## config.mk

```make
export PLATFORM = sky130hd
export DESIGN_NAME = axil_clint
export DESIGN_NICKNAME = d
export VERILOG_FILES = /design/src/axi_pkg.sv /design/src/soc_map_pkg.sv /design/src/axil_clint.sv
export SDC_FILE = /design/constraint.sdc
export NUM_CORES = 1
export LEC_CHECK = 0
export BUFFER_PORTS_ARGS = -buffer_cell sky130_fd_sc_hd__buf_2
export CAP_MARGIN = 20
export CELL_PAD_IN_SITES_DETAIL_PLACEMENT = 0
export CELL_PAD_IN_SITES_GLOBAL_PLACEMENT = 1
export CORE_MARGIN = 5
export CORE_UTILIZATION = 41
export CTS_CLUSTER_DIAMETER = 150
export DETAILED_ROUTE_END_ITERATION = 12
export PLACE_DENSITY_LB_ADDON = 0.1
export SETUP_SLACK_MARGIN = 0.3
export SLEW_MARGIN = 20
export SYNTH_ARGS = -nofsm -noshare
export SYNTH_HDL_FRONTEND = slang
export SYNTH_SLANG_ARGS = --single-unit
```

## constraint.sdc

```tcl
create_clock -name clk -period 2.4 [get_ports clk]
set_input_delay 0.24 -clock clk [delete_from_list [all_inputs] [get_ports clk]]
set_output_delay 0.24 -clock clk [all_outputs]
set_load 0.02 [all_outputs]
```

## src/axi_pkg.sv

```systemverilog
package axi_pkg;

    typedef logic [31:0] addr_t;
    typedef logic [31:0] data_t;
    typedef logic [3:0]  strb_t;
    typedef logic [1:0]  resp_t;

    localparam resp_t RESP_OKAY   = 2'b00;
    localparam resp_t RESP_DECERR = 2'b11;

    // Master to slave
    typedef struct packed {
        addr_t araddr;
        logic  arvalid;
        addr_t awaddr;
        logic  awvalid;
        data_t wdata;
        strb_t wstrb;
        logic  wvalid;
        logic  rready;
        logic  bready;
    } axil_req_t;

    // Slave to master
    typedef struct packed {
        logic  arready;
        data_t rdata;
        resp_t rresp;
        logic  rvalid;
        logic  awready;
        logic  wready;
        resp_t bresp;
        logic  bvalid;
    } axil_rsp_t;

    // Byte lane merge under write strobes
    function automatic data_t apply_strb(data_t old_word, data_t new_word, strb_t strb);
        data_t merged;
        merged = old_word;
        for (int i = 0; i < 4; i++) begin
            if (strb[i]) begin
                merged[8*i +: 8] = new_word[8*i +: 8];
            end
        end
        return merged;
    endfunction

endpackage

```

## src/soc_map_pkg.sv

```systemverilog
package soc_map_pkg;

    localparam axi_pkg::addr_t SRAM_BASE           = 32'h8000_0000;
    localparam axi_pkg::addr_t UART_DATA_ADDR      = 32'ha000_03f8;
    localparam axi_pkg::addr_t CLINT_MTIME_ADDR    = 32'ha000_0048;
    localparam axi_pkg::addr_t CLINT_MTIMECMP_ADDR = 32'ha000_0050;

    typedef enum logic [1:0] {
        SEL_SRAM,
        SEL_UART,
        SEL_CLINT,
        SEL_NONE
    } slave_sel_t;

endpackage

```

## src/axil_clint.sv

```systemverilog
`timescale 1ns/1ns

module axil_clint (
    input  logic               clk,
    input  logic               rst_n,
    input  axi_pkg::axil_req_t req,
    output axi_pkg::axil_rsp_t rsp,
    output logic               timer_irq
);

    axi_pkg::data_t mtime;
    axi_pkg::data_t mtimecmp;
    axi_pkg::data_t rdata_q;
    logic           rvalid_q;
    logic           bvalid_q;
    logic           idle;
    logic           rd_hs;
    logic           wr_hs;

    assign idle  = !rvalid_q && !bvalid_q;
    assign rd_hs = req.arvalid && idle;
    assign wr_hs = req.awvalid && req.wvalid && idle;

    always_comb begin
        rsp         = '0;
        rsp.arready = idle;
        rsp.awready = idle;
        rsp.wready  = idle;
        rsp.rdata   = rdata_q;
        rsp.rresp   = axi_pkg::RESP_OKAY;
        rsp.rvalid  = rvalid_q;
        rsp.bresp   = axi_pkg::RESP_OKAY;
        rsp.bvalid  = bvalid_q;
    end

    always_ff @(posedge clk or negedge rst_n) begin
        if (!rst_n) begin
            mtime     <= '0;
            mtimecmp  <= '1;
            timer_irq <= 1'b0;
            rvalid_q  <= 1'b0;
            bvalid_q  <= 1'b0;
        end else begin
            timer_irq <= mtime >= mtimecmp;
            mtime     <= mtime + 1'b1;
            // Software write wins over the increment
            if (wr_hs && req.awaddr == soc_map_pkg::CLINT_MTIME_ADDR) begin
                mtime <= axi_pkg::apply_strb(mtime, req.wdata, req.wstrb);
            end
            if (wr_hs && req.awaddr == soc_map_pkg::CLINT_MTIMECMP_ADDR) begin
                mtimecmp <= axi_pkg::apply_strb(mtimecmp, req.wdata, req.wstrb);
            end
            rvalid_q <= rd_hs || (rvalid_q && !req.rready);
            bvalid_q <= wr_hs || (bvalid_q && !req.bready);
        end
    end

    always_ff @(posedge clk) begin
        if (rd_hs) begin
            case (req.araddr)
                soc_map_pkg::CLINT_MTIME_ADDR:    rdata_q <= mtime;
                soc_map_pkg::CLINT_MTIMECMP_ADDR: rdata_q <= mtimecmp;
                default:                          rdata_q <= '0;
            endcase
        end
    end

endmodule

```

### Yosys cells after proc, flatten, opt, wreduce, memory -nomap -nowiden

Index checks and enable logic that the tools add are counted.

* register bits after elaboration: 99
* latch bits: 0
* memory bits (writable): 0
* bits in read-only memories: 0
* bits of input ports: 107
* output and inout port bits: 42
* logic and storage cells: 46
* memories: 0

* add/subtract/negate cells: 1
* $mul: 0
* divide/modulo/power cells: 0
* $lt $le $gt $ge: 1
* equal/unequal tests: 8
* shift-type cells: 0
* mux-type cells: 6
* bitwise logic cells: 0
* reductions and logical operators: 18

Operators with widths (count)
* $eq A32 B32 Y1 const B: 4
* $pmux W32 S2: 1
* $add A32 B1 Y32 const B: 1
* $ge A32 B32 Y1: 1
* $mux W32: 1
* $mux W8: 4
* $logic_and A1 B1 Y1: 8
* $ne A2 B2 Y1 const B: 4
* $reduce_and A2 Y1: 4
* $logic_not A1 Y1: 4
* $logic_or A1 B1 Y1: 2

### Longest topological paths before layout

* word-level depth: 5
* gate-level depth with buffers: 8
* mapped depth without buffers: 8

### Worst setup path before layout

OpenSTA, ideal clock, no wires.

* kind: register -> register
* from: reg rvalid_q
* to: reg mtime[0]
* setup time: 0.128 ns
* arrival time: 1.836 ns
* data required time: 2.272 ns
* path slack: 0.435 ns
* stages on the path, launching flop included: 8
* clock period less this slack: 1.965 ns
* cell sequence: dfrtp_1 > and4bb_2 > nand3_1 > or4_1 > buf_2 > buf_2 > a211oi_1 > a21oi_1

* cells in the longest elaborated chain, start to end: 5

Ends and longest elaborated chain
* start, declared: line axil_clint.sv:14 `logic rvalid_q;`
* start signal, assigned: line axil_clint.sv:53 `rvalid_q <= rd_hs || (rvalid_q && !req.rready);`
* $logic_not A1 Y1 *: line axil_clint.sv:20 `assign idle = !rvalid_q && !bvalid_q;`
* $logic_and A1 B1 Y1 *: line axil_clint.sv:20
* $logic_and A1 B1 Y1 *: line axil_clint.sv:22 `assign wr_hs = req.awvalid && req.wvalid && idle;`
* $logic_and A1 B1 Y1 *: line axil_clint.sv:47 `if (wr_hs && req.awaddr == soc_map_pkg::CLINT_MTIME_ADDR) begin`
* $ne A2 B2 Y1 (no source line) or $mux W32 (tied branches)
* end signal, assigned: line axil_clint.sv:45 `mtime <= mtime + 1'b1;`
* end signal, assigned: line axil_clint.sv:48 `mtime <= axi_pkg::apply_strb(mtime, req.wdata, req.wstrb);`
* end, declared: line axil_clint.sv:11 `axi_pkg::data_t mtime;`

Mark *: on every way between the ends. The rest lies on a longest branch, timed or not.
A chain may end at the register's enable or synchronous reset.

### Final worst setup path

* from: reg rvalid_q
* to: reg mtime[4]

Same word-level chain as after synthesis.

==> flow_metrics.env <==
export IMPL_synth_seq_cells=99
export IMPL_synthFlopType="dfrtp_1"
export IMPL_slowest_delay_ps=470
export IMPL_fin_util=0.5327
export IMPL_track_usage=0.1900
export IMPL_slew_violations=0
export IMPL_fin_area_um2=7395
export IMPL_grt_overflow_total=0
export IMPL_hold_violations=0
export IMPL_fin_skew_ps=5.689
export IMPL_max_cap_viol_count=0
export IMPL_row_count=43
export IMPL_crit_type="reg -> reg"
export IMPL_rsz0062_at_grt="yes"
export IMPL_synth_edff_count=32
export IMPL_chipHeight_um=128.7
export IMPL_synth_cells=551
export IMPL_fin_crit_sh=0.8534
export IMPL_cts_sinks=99
export IMPL_drc=0
export IMPL_r2r_start="rvalid_q"
export IMPL_dp_hpwl_um=11770
export IMPL_drt_pass1_iter_count=5
export IMPL_vias_per_cell=5.538
export IMPL_clk_pin_slew_ps=70
export IMPL_setup_tns_ps=0
export IMPL_grt_pass1_vias=4913
export IMPL_yosys_top_cells_area="edfxtp_1 (17%), dfrtp_1 (15%), dfstp_2 (15%), ha_1 (7.1%), mux2_2 (6.2%)"
export IMPL_hold_class="in -> reg"
export IMPL_yosys_warnings=0
export IMPL_clock_latency_ps=360
export IMPL_power_mw=3.742
export IMPL_ir_worst_vdd_mv=0.4426
export IMPL_grt_pass1_wl_um=25080
export IMPL_postSynthAreaPerCell_um2=10.49
export IMPL_synth_most_common_cell="a21oi_1"
export IMPL_synth_top_area_frac=0.1662
export IMPL_htreeDepth=3
export IMPL_setup_viol=0
export IMPL_status="finished clean"
export IMPL_port_buffers=144
export IMPL_dieWidth_um=128.7
export IMPL_start_util=0.4164
export IMPL_cp_max_fo=8
export IMPL_synth_commonest_cells="a21oi_1 (40), inv_1 (39), nor2_1 (36)"
export IMPL_crit_path_top_delay_cell="or4_4"
export IMPL_worstPathCellList="and4bb_2 > nand3_2 > or4_4 > buf_12 > nor2_4 > a21oi_1 > o221a_1"
export IMPL_wl_per_cell_um=17.99
export IMPL_clock_path_buffers=2
export IMPL_drive_gt1_frac=0.4262
export IMPL_drtIter0Drc=281
export IMPL_syn2layout_area_growth_pct=27.92
export IMPL_synthArstFlopShare=0.6768
export IMPL_post_dp_cell_area_um2=6813
export IMPL_ys_seq_area_frac=0.4632
export IMPL_hp_start="req[27]"
export IMPL_final_antenna_net_count=0
export IMPL_antenna_found_initial=0
export IMPL_routed_wl_um=16280
export IMPL_numCtsBuffers=9
export IMPL_crit_arrival_ps=2290
export IMPL_p_leak_nw=3.188
export IMPL_fin_crit_ps=2048
export IMPL_grt_max_degree=35
export IMPL_root_buffer="clkbuf_16"
export IMPL_yosysTopAreaCell="edfxtp_1"
export IMPL_r2r_setup_slack_ps=350
export IMPL_fmax_mhz=488.2
export IMPL_synth_area_um2=5781
export IMPL_required_ps=2640
export IMPL_antennaDiodeCount=0
export IMPL_vias=5012
export IMPL_power_density_nw_per_um2=506.1
export IMPL_synth_cell_types=57
export IMPL_n_fill_cell=1295
export IMPL_startpoint="rvalid_q"
export IMPL_gp_congestion=0.8718
export IMPL_start_kind="register"
export IMPL_fin_nets=860
export IMPL_coreArea_um2=13880
export IMPL_end_kind="register"
export IMPL_tritoncts="done"
export IMPL_io_pin_count=149
export IMPL_die_area_um2=16570
export IMPL_hold_ws_ps=117.7
[where the power goes]
| group | switching, mW | internal, mW |
|---|---|---|
| Sequential | 0.0179 | 1.82 |
| Combinational | 0.265 | 0.146 |
| Clock | 0.663 | 0.827 |
| Total | 0.946 | 2.80 |
[layout make-up]
class	count	area (µm²)	share of cell area
Multi-Input combinational cell	387	2910	0.3936
Sequential cell	99	2679	0.3623
Timing Repair Buffer	184	1126	0.1523
Clock buffer	12	277.8	0.03756
Tap cell	180	225.2	0.03046
Inverter	39	146.4	0.01980
Clock inverter	4	30.03	0.004061
[registers in the layout (all words and copies together), names as in the netlist]
name	flops
mtime	32
mtimecmp	32
rdata_q	32
bvalid_q	1
rvalid_q	1
timer_irq	1
[repair_timing]
item                       CTS  global route
setup endpoints to repair   35            55
buffers inserted             4             9
hold buffers                 1             0
hold endpoints to repair     8             0
pin swaps                    2             3
gates resized for setup      4            22
gates cloned                 0             3
[worst paths after layout]
path,endpoint,depth (start not counted)
worst max-delay path,mtime[4],7
worst min-delay path,mtime[20],3
worst max register to register,mtime[4],7
worst min register to register,mtimecmp[23],2
max in group asynchronous,mtimecmp[13],3
min in group asynchronous,rvalid_q,2
[layout by cell type (no fill, tap or decap), types with 6 or more instances in the layout]
cell	count
a211oi_1	6
a21o_1	14
a21oi_1	38
a22o_1	32
and3_1	6
buf_2	144
buf_4	32
clkbuf_16	13
dfrtp_1	34
dfstp_2	32
edfxtp_1	32
ha_1	32
inv_1	39
mux2_2	32
nand2_1	25
nand3_1	22
nand4_1	15
nor2_1	35
nor3_2	6
nor4_1	7
nor4_2	8
o21ai_0	17
o22ai_1	7
[cell families (layout without fill, tap and decap cells)]
kind of cell,after synthesis,count (layout),share of synthesized area
DFF,99,99,0.4632
AOI/OAI and AO/OA,145,145,0.1751
buffers and inverters,68,239,0.05411
and+or+nand+nor,171,171,0.1697
muxes,34,34,0.06580
adders and majority gates,33,33,0.07143
other,1,4,0.0006487
[routing by layer]
metal | track usage | share of wire | vias up | wire (µm)
li1 | - | - | 2409 | -
met3 | 0.04151 | 0.067 | 19 | 1090
met1 | 0.2603 | 0.44 | 2402 | 7190
met2 | 0.3064 | 0.48 | 182 | 7755
met5 | 0 | 0 | - | 0
met4 | 0.04941 | 0.015 | 0 | 244
[critical path, delay by kind of cell (launching register included)]
kind	cells	cell delay (ps)
AND/OR/NAND/NOR	4	1070
flip-flops	1	400
AO/OA/AOI/OAI	2	290
buffers and inverters	1	170
[metrics by stage]
| stage | worst slack (ps) | cells |
|---|---|---|
| 3_3_place_gp | 184.3 | 872 |
| 4_1_cts | 283.9 | 893 |
| 3_5_place_dp | 159.0 | 872 |
| 6_report | 351.8 | 905 |
| 2_1_floorplan | 435.4 | 554 |
| 5_1_grt | 266.1 | 905 |
Note: power is estimated with default switching activity, not from simulation.
