[src/axi_pkg.sv]
package axi_pkg;

    typedef logic [31:0] addr_t;
    typedef logic [31:0] data_t;
    typedef logic [3:0]  strb_t;
    typedef logic [1:0]  resp_t;

    localparam resp_t RESP_OKAY   = 2'b00;
    localparam resp_t RESP_DECERR = 2'b11;

    // Master to slave
    typedef struct packed {
        addr_t araddr;
        logic  arvalid;
        addr_t awaddr;
        logic  awvalid;
        data_t wdata;
        strb_t wstrb;
        logic  wvalid;
        logic  rready;
        logic  bready;
    } axil_req_t;

    // Slave to master
    typedef struct packed {
        logic  arready;
        data_t rdata;
        resp_t rresp;
        logic  rvalid;
        logic  awready;
        logic  wready;
        resp_t bresp;
        logic  bvalid;
    } axil_rsp_t;

    // Byte lane merge under write strobes
    function automatic data_t apply_strb(data_t old_word, data_t new_word, strb_t strb);
        data_t merged;
        merged = old_word;
        for (int i = 0; i < 4; i++) begin
            if (strb[i]) begin
                merged[8*i +: 8] = new_word[8*i +: 8];
            end
        end
        return merged;
    endfunction

endpackage

[src/axil_arbiter.sv]
`timescale 1ns/1ns

module axil_arbiter (
    input  logic               clk,
    input  logic               rst_n,
    input  axi_pkg::axil_req_t m0_req,
    output axi_pkg::axil_rsp_t m0_rsp,
    input  axi_pkg::axil_req_t m1_req,
    output axi_pkg::axil_rsp_t m1_rsp,
    output axi_pkg::axil_req_t bus_req,
    input  axi_pkg::axil_rsp_t bus_rsp
);

    logic busy;
    logic owner;
    logic rr_ptr;
    logic grant;
    logic m0_want;
    logic m1_want;
    logic done;
    logic addr_hs;

    assign m0_want = m0_req.arvalid || m0_req.awvalid;
    assign m1_want = m1_req.arvalid || m1_req.awvalid;

    // Locked owner wins, otherwise pointer breaks a tie
    always_comb begin
        if (busy) begin
            grant = owner;
        end else if (m0_want && m1_want) begin
            grant = rr_ptr;
        end else begin
            grant = m1_want;
        end
    end

    assign bus_req = grant ? m1_req : m0_req;
    assign m0_rsp  = grant ? axi_pkg::axil_rsp_t'('0) : bus_rsp;
    assign m1_rsp  = grant ? bus_rsp : axi_pkg::axil_rsp_t'('0);

    assign done = busy && ((bus_rsp.rvalid && bus_req.rready) ||
                           (bus_rsp.bvalid && bus_req.bready));

    always_ff @(posedge clk or negedge rst_n) begin
        if (!rst_n) begin
            busy   <= 1'b0;
            owner  <= 1'b0;
            rr_ptr <= 1'b0;
        end else if (done) begin
            busy   <= 1'b0;
            // Other master gets the next tie
            rr_ptr <= ~owner;
        end else if (!busy && (m0_want || m1_want)) begin
            busy  <= 1'b1;
            owner <= grant;
        end
    end

    assign addr_hs = (bus_req.arvalid && bus_rsp.arready) ||
                     (bus_req.awvalid && bus_rsp.awready);

    // No second address reaches the bus before the response completes
    a_single_outstanding: assert property (@(posedge clk) disable iff (!rst_n)
        addr_hs |=> !(bus_req.arvalid || bus_req.awvalid) until done);

endmodule

[config.mk]
export PLATFORM = sky130hd
export DESIGN_NAME = axil_arbiter
export DESIGN_NICKNAME = d
export VERILOG_FILES = /design/src/axi_pkg.sv /design/src/axil_arbiter.sv
export SDC_FILE = /design/constraint.sdc
export NUM_CORES = 1
export LEC_CHECK = 0
export BUFFER_PORTS_ARGS = -buffer_cell sky130_fd_sc_hd__buf_2
export CAP_MARGIN = 10
export CORE_AREA = 2 2 173 175
export CTS_CLUSTER_SIZE = 40
export DETAILED_ROUTE_END_ITERATION = 8
export DIE_AREA = 0 0 175 177
export SYNTH_ARGS = -nofsm -noshare
export SYNTH_HDL_FRONTEND = slang
export SYNTH_SLANG_ARGS = --single-unit
[constraint.sdc]
create_clock -name clk -period 2.52 [get_ports clk]
set_input_delay 0.504 -clock clk [delete_from_list [all_inputs] [get_ports clk]]
set_output_delay 0.504 -clock clk [all_outputs]
set_load 0.01 [all_outputs]
== Word-level counts from Yosys, hierarchy flattened ==
Cells that the tools add are included.

* Multiplexer cells: 7
* Bitwise operators: 2
* Reduce and logical (&&, ||, !) cells: 12

{| class="wikitable"
|+ Operator list
! kind !! count
|-
| $mux 105 || 1
|-
| $mux 41 || 2
|-
| $logic_and 1x1->1 || 5
|-
| $logic_or 1x1->1 || 4
|-
| $mux 1 || 4
|-
| $not 1->1 || 2
|-
| $reduce_and 2->1 || 1
|-
| $reduce_bool 2->1 || 1
|-
| $logic_not 1->1 || 1
|}

* Output and inout bits: 187
* Logic and storage cells: 24
* Input bits: 253
* Register bits after elaboration: 3

== Depth between registers and ports, before layout ==
Gate-level depths: netlist (run 1).

* Word-level depth: 10
* Depth in mapped cells: 5
* Mapped depth without buffers: 5

== Least setup slack after synthesis (run 1) ==
No wires, ideal clock.

* Path type: input to output
* Start: in m1_req[39] (netlist name)
* End: out bus_req[47] (netlist name)
* Path slack: 0.272 ns
* Required time: 2.016 ns
* Stages: 5
* Arrival time: 1.744 ns
* Path buffers: 2
* Path through: or2_1 a31oi_4 buf_4 buf_4 mux2_2

{| class="wikitable"
|+ RTL lines
! element !! RTL line !! text
|-
| start, declared || axil_arbiter.sv:8 || <nowiki>input axi_pkg::axil_req_t m1_req,</nowiki>
|-
| end, declared || axil_arbiter.sv:10 || <nowiki>output axi_pkg::axil_req_t bus_req,</nowiki>
|}

==> out/qor.csv, run 1 <==
metric,value,unit
status,finished clean,
grt_pass1_vias,3100,
synthMuxAreaShare,60.2,%
relSlewSlack,80.5,%
gp_congestion,0.806,
rrSetupSlack,550,ps
start_util,6.79,%
top_layer_used,met5,
grt_usage,6.57,%
sequentialPowerShare,1.8,%
final-hold-violation-count,0,
wl_per_cell,11.5,um
yosys_warnings,0,
fillCellCount,3314,
skew,0.199,ps
pin_count,440,
ctsHoldBuffers,0,
fin_setup_tns,0,ps
die_w,175,um
ant_nets,0,
antenna_cells,0,
layout_common_cells,"439 x buf_2, 103 x mux2_2, 43 x and2_1",
regToRegEndpoint,busy,
clk_pin_slew,30,ps
synth_cells,223,
switching_share,45.3,%
cts_tree,built,
cts_buffer_depth,2,
max_freq,405,MHz
dr.pass1.iters,4,
period_share,98.0,%
clkLatencyLatePin,220,ps
clkSinkCount,3,
min_path_type,in -> async,
grt_pass1_wl,16200,um
viasPerCell,3.15,
pwr_density_cell,999,mW/mm^2
synthSimpleGateAreaFrac,27.4,%
drv_slew,0,
finalSetupViolations,0,
p_sw,2.22,mW
tightest_slew,293,ps
r2r_start,rr_ptr,
core,0.0292,sq mm
synth_adder_area_share,0,%
drc,0,
rsz0062_at_grt,false,
htreeDepth,1,
final_net_count,926,
routedLengthMet1,4960,um
period_needed,2470,ps
internal_power,2.68,mW
critical_path_required,2020,ps
syn-mean-instance-area,8.91,sq um
gr-total-overflow,0,
synth_xor_area_share,0,%
r2r_cells,6,
pwr-share-clk,5.1,%
critPathArrivalTime,1970,ps
syn-cell-area,0.00199,sq mm
path_max_fanout,15,
vias,3349,
p_leak,2.68,nW
dr_wl_met2,6180,um
die_h,177,um
combPwrFrac,93.1,%
synth_cell_types,17,
synth-compound-area-share,2.46,%
wl,12200,um
ys_seq_area_share,3.78,%
wl_met3,1000,um
cap_violations,0,
multi_input_area,0.00180,sq mm
finalWorstSetupSlack,50.5,ps
fp.dieArea,0.0310,sq mm
crit_type,in -> out,
core.rowCount,63,
antenna_found_initial,2,
critPathLaunchType,input port,
syn_nets,476,
synth_top_family_by_area,multiplexers,
dpl.hpwl,11100,um
seq_area,75.1,sq um
crit_path_end_kind,primary output,
port_buffers,439,
ys_seq_elements,3,
syn_to_final_growth,147,%
layout_commonest_cell,buf_2,
drt_first_iter_violations,87,
numCtsBuffers,3,
grt_max_degree,31,
drive_gt1_share,85.7,%
ir_drop,307,uV
place_ws,-17.5,ps
cts_root_buffer,clkbuf_16,
cell usage after synthesis (all sizes together):
| cell | count | area share, % |
|---|---|---|
| a21boi | 1 | 0.38 |
| a31oi | 1 | 1.1 |
| a32oi | 1 | 0.44 |
| and2 | 43 | 14 |
| buf | 16 | 5.0 |
| clkbuf | 4 | 0.76 |
| dfrtp | 3 | 3.8 |
| inv | 2 | 0.38 |
| mux2 | 105 | 60 |
| mux2i | 1 | 0.50 |
| nand2 | 2 | 0.38 |
| nor2b | 41 | 13 |
| nor3 | 1 | 0.25 |
| o21bai | 1 | 0.57 |
| or2 | 1 | 0.32 |
how the worst max path moves through the flow:
stage                          start          end  cells past startpoint
after floorplan           m1_req[39]  bus_req[47]                      5
after detailed placement  m1_req[39]  bus_req[26]                      7
after global routing      m1_req[39]  bus_req[89]                      7
after CTS                 m1_req[39]  bus_req[92]                      7
after global placement    m1_req[39]  bus_req[96]                      7
final                     m1_req[39]  bus_req[89]                      7
power by group through the flow:
stage | logic [mW] | clock network, mW | registers (mW)
3_5_place_dp | 4.45 | 0 | 0.0893
4_1_cts | 4.54 | 0.253 | 0.0887
6_report | 4.56 | 0.249 | 0.0886
5_1_grt | 4.90 | 0.259 | 0.0922
2_1_floorplan | 2.62 | 0 | 0.0835
3_3_place_gp | 4.40 | 0 | 0.0878
cell families (layout without fill, tap and decap cells):
group | count (synthesis) | count (layout)
and+or+nand+nor | 88 | 88
muxes | 106 | 106
DFF | 3 | 3
buffers and inverters | 22 | 471
AOI/OAI and AO/OA | 4 | 4
registers in the layout, indices dropped and copies added (netlist names):
| name | cells |
|---|---|
| busy | 1 |
| rr_ptr | 1 |
| owner | 1 |
layout make-up:
class	count	area share (%)
Timing Repair Buffer	465	50.1
Multi-Input combinational cell	198	36.6
Tap cell	390	9.95
Clock buffer	4	1.61
Sequential cell	3	1.53
Inverter	2	0.153
worst max-delay path, cell delays in order:
cell and delay, ps:
buf_2 100, or2_4 260, a31oi_4 230, buf_12 180, buf_16 160, mux2_2 350
buf_2 140
per-layer routing:
layer | track usage [%] | vias up
li1 | - | 1660
met1 | 8.47 | 1477
met2 | 11.9 | 206
met3 | 1.12 | 4
met4 | 0.451 | 2
met5 | 0 | -
what timing repair did:
item,CTS,global route
cloned,0,1
gates resized for setup,3,1
buffers inserted,3,0
setup endpoints to repair,9,12
through the flow:
| step | instances | util [%] | total power, mW | cell area, sq um | hold WS [ps] |
|---|---|---|---|---|---|
| after detailed placement | 1054 | 16.3 | 4.54 | 4760 | 305 |
| after CTS | 1061 | 16.7 | 4.89 | 4870 | 73.7 |
| final | 1062 | 16.8 | 4.90 | 4900 | 75.1 |
| after global routing | 1062 | 16.8 | 5.25 | 4900 | 74.7 |
| after floorplan | 223 | - | 2.71 | 1990 | 208 |
| after global placement | 1054 | 16.3 | 4.49 | 4760 | 302 |
Power figures use the tool's default switching activity.
==> run 2, diff against run 1 <==
GPL_TIMING_DRIVEN = 1   (was unset)
REMOVE_ABC_BUFFERS = 1   (was unset)
==> run 2 against run 1 <==
Compared with the run above: maximum frequency shrank 1.3%; die area is the same; clock power is essentially flat; combinational power grew 33%; first-iteration DRC count shrank 13%; critical path depth grew 1; clock skew grew 1.2 ps; wire length grew 19%; utilization grew 2.7 points; hold slack gained 3.1 ps; non-clock buffer count grew 11; final cell count grew 1.0%; critical path type unchanged; largest cell class unchanged.
==> out/qor.csv, run 2 (same netlist as run 1, synthesis figures left out) <==
metric,value,unit,change
final_net_count,937,,+1.2%
pwr_density_cell,1130,mW/mm^2,+13%
fp.dieArea,0.0310,sq mm,unchanged
cts_buffer_depth,2,,unchanged
period_needed,2500,ps,+33.6 ps
period_share,99.3,%,+1.3 points
ant_nets,0,,unchanged
dpl.hpwl,11100,um,-0.42%
clkSinkCount,3,,unchanged
dr.pass1.iters,4,,unchanged
gp_congestion,0.801,,-0.68%
utilization,19.5,%,+2.7 points
drive_gt1_share,86.1,%,+0.38 points
min_path_type,in -> async,,
whs,78.1,ps,+3.06 ps
status,finished clean,,
pin_count,440,,unchanged
vias,3489,,+4.2%
fin_setup_tns,0,ps,unchanged
antenna_found_initial,1,,-1
die_h,177,um,unchanged
wl,14500,um,+19%
r2r_start,rr_ptr,,
antenna_cells,0,,unchanged
cts_root_buffer,clkbuf_16,,
sequentialPowerShare,1.5,%,-0.3 points
power,6.43,mW,+31%
dp_cells,1055,,+0.095%
grt_usage,6.77,%,+0.20 points
top_regs,"busy: 1 flops, owner: 1 flops, rr_ptr: 1 flops",,
finalWorstSetupSlack,16.9,ps,-33.6 ps
r2r_cells,8,,+2
rsz0062_at_grt,true,,
p_leak,3.10,nW,+16%
clkLatencyLatePin,220,ps,about the same
critical_path_required,2020,ps,about the same
grt_pass1_vias,3103,,+0.097%
core,0.0292,sq mm,unchanged
drt_first_iter_violations,76,,-13%
start_util,6.79,%,unchanged
ctsHoldBuffers,0,,unchanged
crit_type,in -> out,,
skew,1.41,ps,+1.21 ps
core.rowCount,63,,unchanged
finalSetupViolations,0,,unchanged
p_sw,2.63,mW,+18%
cts_tree,built,,
drv_slew,0,,unchanged
pwr-share-clk,3.9,%,-1.2 points
critPathLaunch,m1_req[39],,
fillCellCount,3288,,-0.78%
tightest_slew,257,ps,-36.1 ps
postLayoutCellArea,0.00569,sq mm,+16%
layout_commonest_cell,buf_2,,
gr-total-overflow,0,,unchanged
placed_area,0.00477,sq mm,+0.16%
crit_path_end_kind,primary output,,
layout_common_cells,"387 x buf_2, 69 x mux2_2, 57 x buf_6",,
cp_cell_sequence,buf_6 > or2_4 > a31oi_4 > buf_12 > clkbuf_16 > buf_4 > mux2_2 > buf_2,,
cap_violations,0,,unchanged
grt_pass1_wl,16500,um,+1.8%
crit_end,bus_req[39],,
syn_to_final_growth,186,%,
path_max_fanout,10,,-5
clk_pin_slew,30,ps,about the same
viasPerCell,3.25,,+3.1%
switching_share,40.9,%,-4.4 points
port_buffers,439,,unchanged
cp_slowest_cell,mux2_2,,
max_freq,400,MHz,-1.3%
relSlewSlack,82.7,%,+2.3 points
critPathLaunchType,input port,,
combPwrFrac,94.6,%,+1.5 points
htreeDepth,1,,unchanged
wl_per_cell,13.5,um,+18%
place_ws,-34.0,ps,-16.5 ps
drc,0,,unchanged
max_stage_delay,330,ps,-20 ps
die_w,175,um,unchanged
ir_drop,487,uV,+59%
layout.cells.non_filler,1073,,+1.0%
grt_max_degree,35,,+13%
regToRegEndpoint,busy,,
final-hold-violation-count,0,,unchanged
numCtsBuffers,3,,unchanged
critPathArrivalTime,2000,ps,+30 ps
rrSetupSlack,350,ps,-200 ps
internal_power,3.80,mW,+42%
[run 2: cell count changes in the layout (fill, tap and decap cells not counted), moves of 2 or more]
cell,previous run,this run
buf_12,2,4
mux2_2,103,69
buf_2,439,387
buf_6,1,57
buf_8,0,8
clkbuf_16,4,11
mux2_4,2,36
buf_4,21,10
[run 2: per-layer routing]
layer  vias up  global-route usage (%)  wire, um
met1      1553                    7.92      5440
met4         2                   0.417         1
met5         -                       0        13
met2       234                    13.2      7900
li1       1698                       -         -
met3         2                    1.29      1150
[run 2: power groups by stage]
stage	clock, mW	combinational (mW)	sequential, mW
after detailed placement	0	4.48	0.0925
after global routing	0.260	6.48	0.0993
final	0.251	6.08	0.0949
after floorplan	0	2.49	0.0831
after global placement	0	4.45	0.0921
after CTS	0.256	4.53	0.0924
[run 2: worst min path at each step]
stage / endpoint / cells past startpoint / startpoint / slack (ps)
floorplan: busy / 0 / rst_n / 210
global placement: owner / 1 / rst_n / 310
detailed placement: owner / 1 / rst_n / 310
CTS: busy / 1 / rst_n / 80
global route: busy / 1 / rst_n / 80
finish: busy / 1 / rst_n / 80
[run 2: layout make-up]
| type | count | area [sq um] | share of cell area, % |
|---|---|---|---|
| multi-input cells | 198 | 1930 | 34.0 |
| well taps | 390 | 488 | 8.57 |
| repair buffers | 476 | 3110 | 54.6 |
| inverters | 2 | 7.51 | 0.132 |
| flip-flops and latches | 3 | 75.1 | 1.32 |
| clock buffers | 4 | 78.8 | 1.38 |
[run 2: critical path, delay by kind of cell]
kind / cells / cell delay (ps)
AO/OA/AOI/OAI: 1 / 200
AND/OR/NAND/NOR: 1 / 250
multiplexers: 1 / 330
buffers and inverters: 5 / 710
[run 2: timing repair]
item                                    in CTS  in global routing
setup buffers                                0                  6
pin swaps                                    0                  1
resized for setup                            3                114
endpoints found under the setup margin      27                 62
gates cloned                                 0                  8
