--- config.mk ---
export PLATFORM = sky130hd
export DESIGN_NAME = axil_xbar
export DESIGN_NICKNAME = d
export VERILOG_FILES = /design/src/axi_pkg.sv /design/src/soc_map_pkg.sv /design/src/axil_xbar.sv
export SDC_FILE = /design/constraint.sdc
export NUM_CORES = 1
export LEC_CHECK = 0
export ABC_AREA = 1
export BUFFER_PORTS_ARGS = -buffer_cell sky130_fd_sc_hd__buf_2
export CELL_PAD_IN_SITES_DETAIL_PLACEMENT = 1
export CELL_PAD_IN_SITES_GLOBAL_PLACEMENT = 1
export CORE_AREA = 8 8 224 226
export CTS_CLUSTER_DIAMETER = 120
export DETAILED_ROUTE_END_ITERATION = 7
export DIE_AREA = 0 0 232 234
export GPL_ROUTABILITY_DRIVEN = 0
export PLACE_DENSITY_LB_ADDON = 0.15
export SETUP_SLACK_MARGIN = 0.4
export SLEW_MARGIN = 20
export SYNTH_ARGS = -nofsm -noshare
export SYNTH_HDL_FRONTEND = slang
export SYNTH_SLANG_ARGS = --single-unit
--- constraint.sdc ---
create_clock -name clk -period 8 [get_ports clk]
set_clock_uncertainty 0.15 [all_clocks]
set_input_delay 1.6 -clock clk [delete_from_list [all_inputs] [get_ports clk]]
set_output_delay 1.6 -clock clk [all_outputs]
set_load 0.02 [all_outputs]
--- src/axi_pkg.sv ---
package axi_pkg;

    typedef logic [31:0] addr_t;
    typedef logic [31:0] data_t;
    typedef logic [3:0]  strb_t;
    typedef logic [1:0]  resp_t;

    localparam resp_t RESP_OKAY   = 2'b00;
    localparam resp_t RESP_DECERR = 2'b11;

    // Master to slave
    typedef struct packed {
        addr_t araddr;
        logic  arvalid;
        addr_t awaddr;
        logic  awvalid;
        data_t wdata;
        strb_t wstrb;
        logic  wvalid;
        logic  rready;
        logic  bready;
    } axil_req_t;

    // Slave to master
    typedef struct packed {
        logic  arready;
        data_t rdata;
        resp_t rresp;
        logic  rvalid;
        logic  awready;
        logic  wready;
        resp_t bresp;
        logic  bvalid;
    } axil_rsp_t;

    // Byte lane merge under write strobes
    function automatic data_t apply_strb(data_t old_word, data_t new_word, strb_t strb);
        data_t merged;
        merged = old_word;
        for (int i = 0; i < 4; i++) begin
            if (strb[i]) begin
                merged[8*i +: 8] = new_word[8*i +: 8];
            end
        end
        return merged;
    endfunction

endpackage

--- src/soc_map_pkg.sv ---
package soc_map_pkg;

    localparam axi_pkg::addr_t SRAM_BASE           = 32'h8000_0000;
    localparam axi_pkg::addr_t UART_DATA_ADDR      = 32'ha000_03f8;
    localparam axi_pkg::addr_t CLINT_MTIME_ADDR    = 32'ha000_0048;
    localparam axi_pkg::addr_t CLINT_MTIMECMP_ADDR = 32'ha000_0050;

    typedef enum logic [1:0] {
        SEL_SRAM,
        SEL_UART,
        SEL_CLINT,
        SEL_NONE
    } slave_sel_t;

endpackage

--- src/axil_xbar.sv ---
`timescale 1ns/1ns

module axil_xbar #(
    parameter int SRAM_WORDS = 256
) (
    input  logic               clk,
    input  logic               rst_n,
    input  axi_pkg::axil_req_t up_req,
    output axi_pkg::axil_rsp_t up_rsp,
    output axi_pkg::axil_req_t sram_req,
    output axi_pkg::axil_req_t uart_req,
    output axi_pkg::axil_req_t clint_req,
    input  axi_pkg::axil_rsp_t sram_rsp,
    input  axi_pkg::axil_rsp_t uart_rsp,
    input  axi_pkg::axil_rsp_t clint_rsp
);

    localparam axi_pkg::addr_t SRAM_BYTES = SRAM_WORDS * 4;
    // CLINT registers live in a 128 byte window
    localparam axi_pkg::addr_t CLINT_MASK = 32'hffff_ff80;

    function automatic soc_map_pkg::slave_sel_t decode(axi_pkg::addr_t addr);
        if (addr >= soc_map_pkg::SRAM_BASE && (addr - soc_map_pkg::SRAM_BASE) < SRAM_BYTES) begin
            return soc_map_pkg::SEL_SRAM;
        end else if (addr == soc_map_pkg::UART_DATA_ADDR) begin
            return soc_map_pkg::SEL_UART;
        end else if ((addr & CLINT_MASK) == (soc_map_pkg::CLINT_MTIME_ADDR & CLINT_MASK)) begin
            return soc_map_pkg::SEL_CLINT;
        end
        return soc_map_pkg::SEL_NONE;
    endfunction

    soc_map_pkg::slave_sel_t dec_sel;
    soc_map_pkg::slave_sel_t sel_q;
    soc_map_pkg::slave_sel_t sel;
    axi_pkg::axil_req_t      fwd;
    logic                    active;
    logic                    err_rvalid;
    logic                    err_bvalid;
    logic                    rd_hs;
    logic                    wr_hs;
    logic                    done;

    assign dec_sel = decode(up_req.awvalid ? up_req.awaddr : up_req.araddr);
    assign sel     = active ? sel_q : dec_sel;

    always_comb begin
        fwd = up_req;
        // Address phase closed while a response is pending
        if (active) begin
            fwd.arvalid = 1'b0;
            fwd.awvalid = 1'b0;
            fwd.wvalid  = 1'b0;
        end
        sram_req  = '0;
        uart_req  = '0;
        clint_req = '0;
        up_rsp    = '0;
        case (sel)
            soc_map_pkg::SEL_SRAM: begin
                sram_req = fwd;
                up_rsp   = sram_rsp;
            end
            soc_map_pkg::SEL_UART: begin
                uart_req = fwd;
                up_rsp   = uart_rsp;
            end
            soc_map_pkg::SEL_CLINT: begin
                clint_req = fwd;
                up_rsp    = clint_rsp;
            end
            default: begin
                up_rsp.arready = up_req.arvalid;
                up_rsp.awready = up_req.awvalid && up_req.wvalid;
                up_rsp.wready  = up_req.awvalid && up_req.wvalid;
                up_rsp.rvalid  = err_rvalid;
                up_rsp.rresp   = axi_pkg::RESP_DECERR;
                up_rsp.bvalid  = err_bvalid;
                up_rsp.bresp   = axi_pkg::RESP_DECERR;
            end
        endcase
        if (active) begin
            up_rsp.arready = 1'b0;
            up_rsp.awready = 1'b0;
            up_rsp.wready  = 1'b0;
        end
    end

    assign rd_hs = up_req.arvalid && up_rsp.arready;
    assign wr_hs = up_req.awvalid && up_req.wvalid && up_rsp.awready;
    assign done  = active && ((up_rsp.rvalid && up_req.rready) ||
                              (up_rsp.bvalid && up_req.bready));

    always_ff @(posedge clk or negedge rst_n) begin
        if (!rst_n) begin
            active     <= 1'b0;
            sel_q      <= soc_map_pkg::SEL_NONE;
            err_rvalid <= 1'b0;
            err_bvalid <= 1'b0;
        end else begin
            if (rd_hs || wr_hs) begin
                active <= 1'b1;
                sel_q  <= dec_sel;
            end else if (done) begin
                active <= 1'b0;
            end
            err_rvalid <= (rd_hs && dec_sel == soc_map_pkg::SEL_NONE) ||
                          (err_rvalid && !up_req.rready);
            err_bvalid <= (wr_hs && dec_sel == soc_map_pkg::SEL_NONE) ||
                          (err_bvalid && !up_req.bready);
        end
    end

    // Only one slave holds a response at a time
    a_one_slave: assert property (@(posedge clk) disable iff (!rst_n)
        $onehot0({sram_rsp.rvalid || sram_rsp.bvalid,
                  uart_rsp.rvalid || uart_rsp.bvalid,
                  clint_rsp.rvalid || clint_rsp.bvalid}));

endmodule

# Word-level counts from Yosys, hierarchy flattened
# Index checks and enable logic that the tools add are counted.
[op_classes] mux=22 eq_ne=5 n_addsub=1 n_lt_le_gt_ge=2 n_reduce_logical=19
[ops] cell="105-bit 2-to-1 mux" n=3
[ops] cell="32-bit case mux with 3 select lines" n=1
[ops] cell="32-bit == test, second input constant" n=1
[ops] cell="32-bit >= comparator, second input constant" n=1
[ops] cell="32-bit by 11-bit < comparator with 1-bit output, second input constant" n=1
[ops] cell="32-bit 2-to-1 mux" n=1
[ops] cell="32-bit subtractor, second input constant" n=1
[ops] cell="25-bit == test, second input constant" n=1
[ops] cell="8-bit case mux with 3 select lines" n=1
[ops] cell="2-bit 2-to-1 mux" n=6
[ops] cell="1-bit logical AND" n=11
[ops] cell="1-bit 2-to-1 mux" n=9
[ops] cell="2-bit == test, second input constant" n=2
[ops] cell="1-bit logical OR" n=4
[ops] cell="1-bit case mux with 3 select lines" n=1
[ops] cell="2-bit by 1-bit == test with 1-bit output, second input constant" n=1
[ops] cell="1-bit logical NOT" n=2
[ops] cell="2-bit logical NOT" n=1
[ops] cell="2-bit nonzero test" n=1
[word_totals] ff_bits=5 word_cells=53 in_bits=230 output_inout_bits=356

# Logic depth before layout (Yosys ltp)
[logic_depth] word_depth=14 mapped_depth=20 ltp_nobuf=19

# Worst setup path before layout
# OpenSTA, ideal clock, no wires.
[synth_path] path_kind="input -> output" startpoint="input port up_req[39] in the netlist's numbering" endpoint="output port clint_req[100] in the netlist's numbering" path_slack_ps=2936 arrival_ps=3314 n_path_buf=4 stages=15 t_required_ps=6250 path_cell_list="buf_6 > buf_6 > nor2_1 > nand2_1 > nand2_1 > nand3_1 > nor2_1 > nand2_1 > nand3_2 > nand2_4 > inv_2 > nand2_2 > buf_4 > buf_6 > nor2_1"
[synth_lines] element="start: declaration" line_no="axil_xbar.sv:8" text="input axi_pkg::axil_req_t up_req,"
[synth_lines] element="end: declaration" line_no="axil_xbar.sv:12" text="output axi_pkg::axil_req_t clint_req,"

==> metrics.sh <==
OUTCOME='complete, no violations'
CRITPATHCAPTURETYPE='output port'
ANT_NETS=0
SYN_INST=882
POSTCTSRESIZEDCELLS=0
SETUP_VIOL_COUNT_FINAL=0
DIEAREA_UM2=54300
GRT_ANTENNA_BEFORE_REPAIR=13
MIN_PERIOD_NS=6.68
HTREEDEPTH=1
CLKSINKCOUNT=5
POST_SYNTH_FA_HA_MAJ_AREA_FRACTION_PCT=0
FINAL_CELLS=2051
MAX-CAP-VIOLATIONS=0
SYNTH_WARNINGS=0
WORSTHOLDPATHTYPE='flop to flop'
PLACEMENT.IO_BUFFERS=585
TIMING_MAX_TRANSITION_VIOLATIONS_FINAL=0
SETUP_REPAIR_AFTER_GLOBAL_ROUTING_MISSED_ITS_MARGIN='no'
CRITPATHREQUIREDTIME_NS=6.25
MOST-COMMON-LAYOUT-CELLS='585 x sky130_fd_sc_hd__buf_2, 361 x sky130_fd_sc_hd__nor2_1, 218 x sky130_fd_sc_hd__nand2_1, 128 x sky130_fd_sc_hd__inv_1, 71 x sky130_fd_sc_hd__nand3_1'
POSTCTSSETUPBUFFERS=0
MAX_SLEW.WORST_PIN.SLEW_NS=0.836
SYNTH_MUX_AREA_SHARE_PCT=0
YOSYS.CELL_TYPES.COUNT=24
POST_SYNTH_SIMPLE_GATE_AREA_PCT=70.4
AREA_GROWTH_SYN_TO_LAYOUT_PCT=90.7
GRT_PASS1_WL_MM=53.9
HPWL_MM=33.8
SEQUENTIAL_FRACTION_OF_THE_SYNTHESIS_AREA_PCT=3.33
FLOORPLAN.CORE_AREA_UM2=46800
GLOBALROUTEOVERFLOWTOTAL=0
P_LEAK_nW=5.08
CTS_HOLD_BUFFERS=0
CP.ARRIVAL_NS=4.93
TIMING_WORST_SETUP_PATH_TYPE='input port to output port'
NUMBER_OF_ENABLE_FLIP_FLOP_CELLS_AFTER_SYNTHESIS=0
FINALNETCOUNT=1657
CTS_TREE='done'
DR_TOTAL_VIAS=7347
SYNTH-XOR-AREA-SHARE_PCT=0
GRT_START_MAX_NET_PINS=66
CTS.PATH.MAX_BUFFERS=2
DIE_HEIGHT_UM=234
YS_DOMINANT_REG_CELL='sky130_fd_sc_hd__dfrtp_1'
CTS_MADE_BUFFERS=3
START_UTIL_PCT=8.18
PLACEDCELLCOUNT=2037
WORST_SKEW_PAIR.LATE_LATENCY_NS=0.23
SYNTHARSTFLOPSHARE_PCT=100
IO_PINS=586
SYNTH-SEQ-CELLS=5
CLOCK.FMAX_MHz=150
SYNTHESIS.AREA_PER_INSTANCE_UM2=4.35
FIRST_GLOBAL_VIAS=7867
FINALPOWER_W=0.00255
CELLPOWERDENSITY_nW_PER_UM2=349
POST_SYNTH_INSTANCE_AREA_UM2=3830
STARTPOINT_TYPE='input port'
SHARE_OF_THE_SYNTHESIZED_AREA_IN_COMPOUND_GATES_AO_OA_AOI_OAI_PCT=2.68
DETAIL_ROUTE.WL_PER_CELL_UM=19.0
DRIVE_GT1_SHARE_PCT=43.1
POSTSYNTHNETCOUNT=1112
DRC=0
DR.FIRST_ITER.DRC_COUNT=292
GRT.TOTAL_USAGE_PCT=13.1
DETAILEDROUTE.FIRSTPASSITERATIONCOUNT=5
WORST_SLEW_MARGIN_REL_PCT=44.3
FINALWIRELENGTH_MM=38.9
CTS_ROOT_BUFFER='sky130_fd_sc_hd__clkbuf_16'
FINAL_COMMON_CELL='sky130_fd_sc_hd__buf_2'
REPORT.FINAL.HOLD_VIOL_COUNT=0
DIE_X_UM=232
VIASPERCELL=3.58
CRIT_PATH_MAX_FANOUT=42
DOMINANT_COMBINATIONAL_CELL_FAMILY_BY_AREA_AFTER_SYNTHESIS='simple AND/OR/NAND/NOR gates'
PLACEMENT_ROWS=80
CLOCK_TRANSITION_AT_THE_REGISTERS_OF_THE_REPORTED_PATHS_NS=0.03
FINAL.PERIOD_UTILIZATION_PCT=83.5
PEAKVDDDROP_mV=0.140
SETUP-TNS-FINAL_NS=0
## registers in the layout, summed over array words and instances (netlist names)
| name | count |
|---|---|
| active | 1 |
| err_bvalid | 1 |
| err_rvalid | 1 |
| sel_q | 2 |
## critical path, stage by stage
cell and delay [ns]:
sky130_fd_sc_hd__buf_2 0.43, sky130_fd_sc_hd__inv_2 0.24, sky130_fd_sc_hd__nand2_1 0.12, sky130_fd_sc_hd__nand2_1 0.08, sky130_fd_sc_hd__nor2_1 0.14, sky130_fd_sc_hd__nand3_1 0.08, sky130_fd_sc_hd__nor2_1 0.17, sky130_fd_sc_hd__nand2_1 0.11
sky130_fd_sc_hd__nand3_2 0.14, sky130_fd_sc_hd__nand2_4 0.16, sky130_fd_sc_hd__inv_2 0.16, sky130_fd_sc_hd__nand2_4 0.38, sky130_fd_sc_hd__inv_2 0.65, sky130_fd_sc_hd__nand2_1 0.12, sky130_fd_sc_hd__nand3_1 0.10, sky130_fd_sc_hd__buf_2 0.20
## final timing paths
kind / end / from / slack, ns / cells past startpoint
max in group asynchronous: sel_q[0] / rst_n / 6.43 / 1
worst max-delay path: up_rsp[20] / up_req[39] / 1.32 / 16
worst min register to register: sel_q[0] / sel_q[0] / 0.34 / 2
min in group asynchronous: err_rvalid / rst_n / 1.04 / 1
worst max register to register: sel_q[0] / active / 5.52 / 11
worst min-delay path: sel_q[0] / sel_q[0] / 0.34 / 2
## final cells by class
| type | count | area [µm²] |
|---|---|---|
| fillers | 6235 | 39500 |
| repair buffers | 592 | 2990 |
| multi-input cells | 692 | 2810 |
| well taps | 615 | 769 |
| inverters | 133 | 502 |
| flip-flops and latches | 5 | 128 |
| clock buffers | 4 | 78.8 |
| diodes | 10 | 25.0 |
## cells in the mapped netlist (2+ instances only)
master / count / area (µm²)
sky130_fd_sc_hd__nand4_1: 5 / 31.3
sky130_fd_sc_hd__dfrtp_1: 3 / 75.1
sky130_fd_sc_hd__nor2_1: 361 / 1360
sky130_fd_sc_hd__buf_6: 23 / 259
sky130_fd_sc_hd__clkbuf_1: 5 / 18.8
sky130_fd_sc_hd__o21ai_1: 3 / 15.0
sky130_fd_sc_hd__nand3b_1: 2 / 15.0
sky130_fd_sc_hd__buf_1: 3 / 11.3
sky130_fd_sc_hd__nand3_1: 71 / 355
sky130_fd_sc_hd__nand2_1: 218 / 818
sky130_fd_sc_hd__buf_4: 4 / 30.0
sky130_fd_sc_hd__nand3_2: 4 / 40.0
sky130_fd_sc_hd__dfstp_2: 2 / 52.6
sky130_fd_sc_hd__buf_2: 17 / 85.1
sky130_fd_sc_hd__inv_1: 128 / 480
sky130_fd_sc_hd__and2_1: 3 / 18.8
sky130_fd_sc_hd__nand2_4: 2 / 22.5
sky130_fd_sc_hd__inv_2: 5 / 18.8
sky130_fd_sc_hd__nand2_2: 3 / 18.8
sky130_fd_sc_hd__or2_2: 2 / 12.5
sky130_fd_sc_hd__o21ai_0: 15 / 75.1
## routing by layer
metal,vias up,part of all wire [%],track usage (%)
li1,3672,-,-
met4,2,1.0,2.18
met2,267,53,24.3
met5,-,0.028,0
met1,3383,40,15.5
met3,23,5.9,2.67
## cells by family after synthesis
logic type	Yosys count
AO/OA/AOI/OAI	20
buffers and inverters	185
AND/OR/NAND/NOR	672
flip-flops	5
## per-stage QoR
step | setup slack (ns) | area [µm²] | hold WS, ns | utilization [%]
5_1_grt | 0.854 | 7300 | 0.370 | 15.6
4_1_cts | 1.19 | 7280 | 0.341 | 15.5
6_report | 1.32 | 7310 | 0.337 | 15.6
2_1_floorplan | 2.94 | 3830 | 0.292 | -
3_3_place_gp | 1.37 | 7200 | 0.333 | 15.4
3_5_place_dp | 1.20 | 7200 | 0.335 | 15.4
## power by group
group	total (W)	internal [W]	switching, W
Combinational	0.00242	0.000640	0.00178
Sequential	0.0000522	0.0000416	0.0000106
Clock	0.0000826	0.0000660	0.0000166
Total	0.00255	0.000748	0.00180
Power figures use the tool's default switching activity.
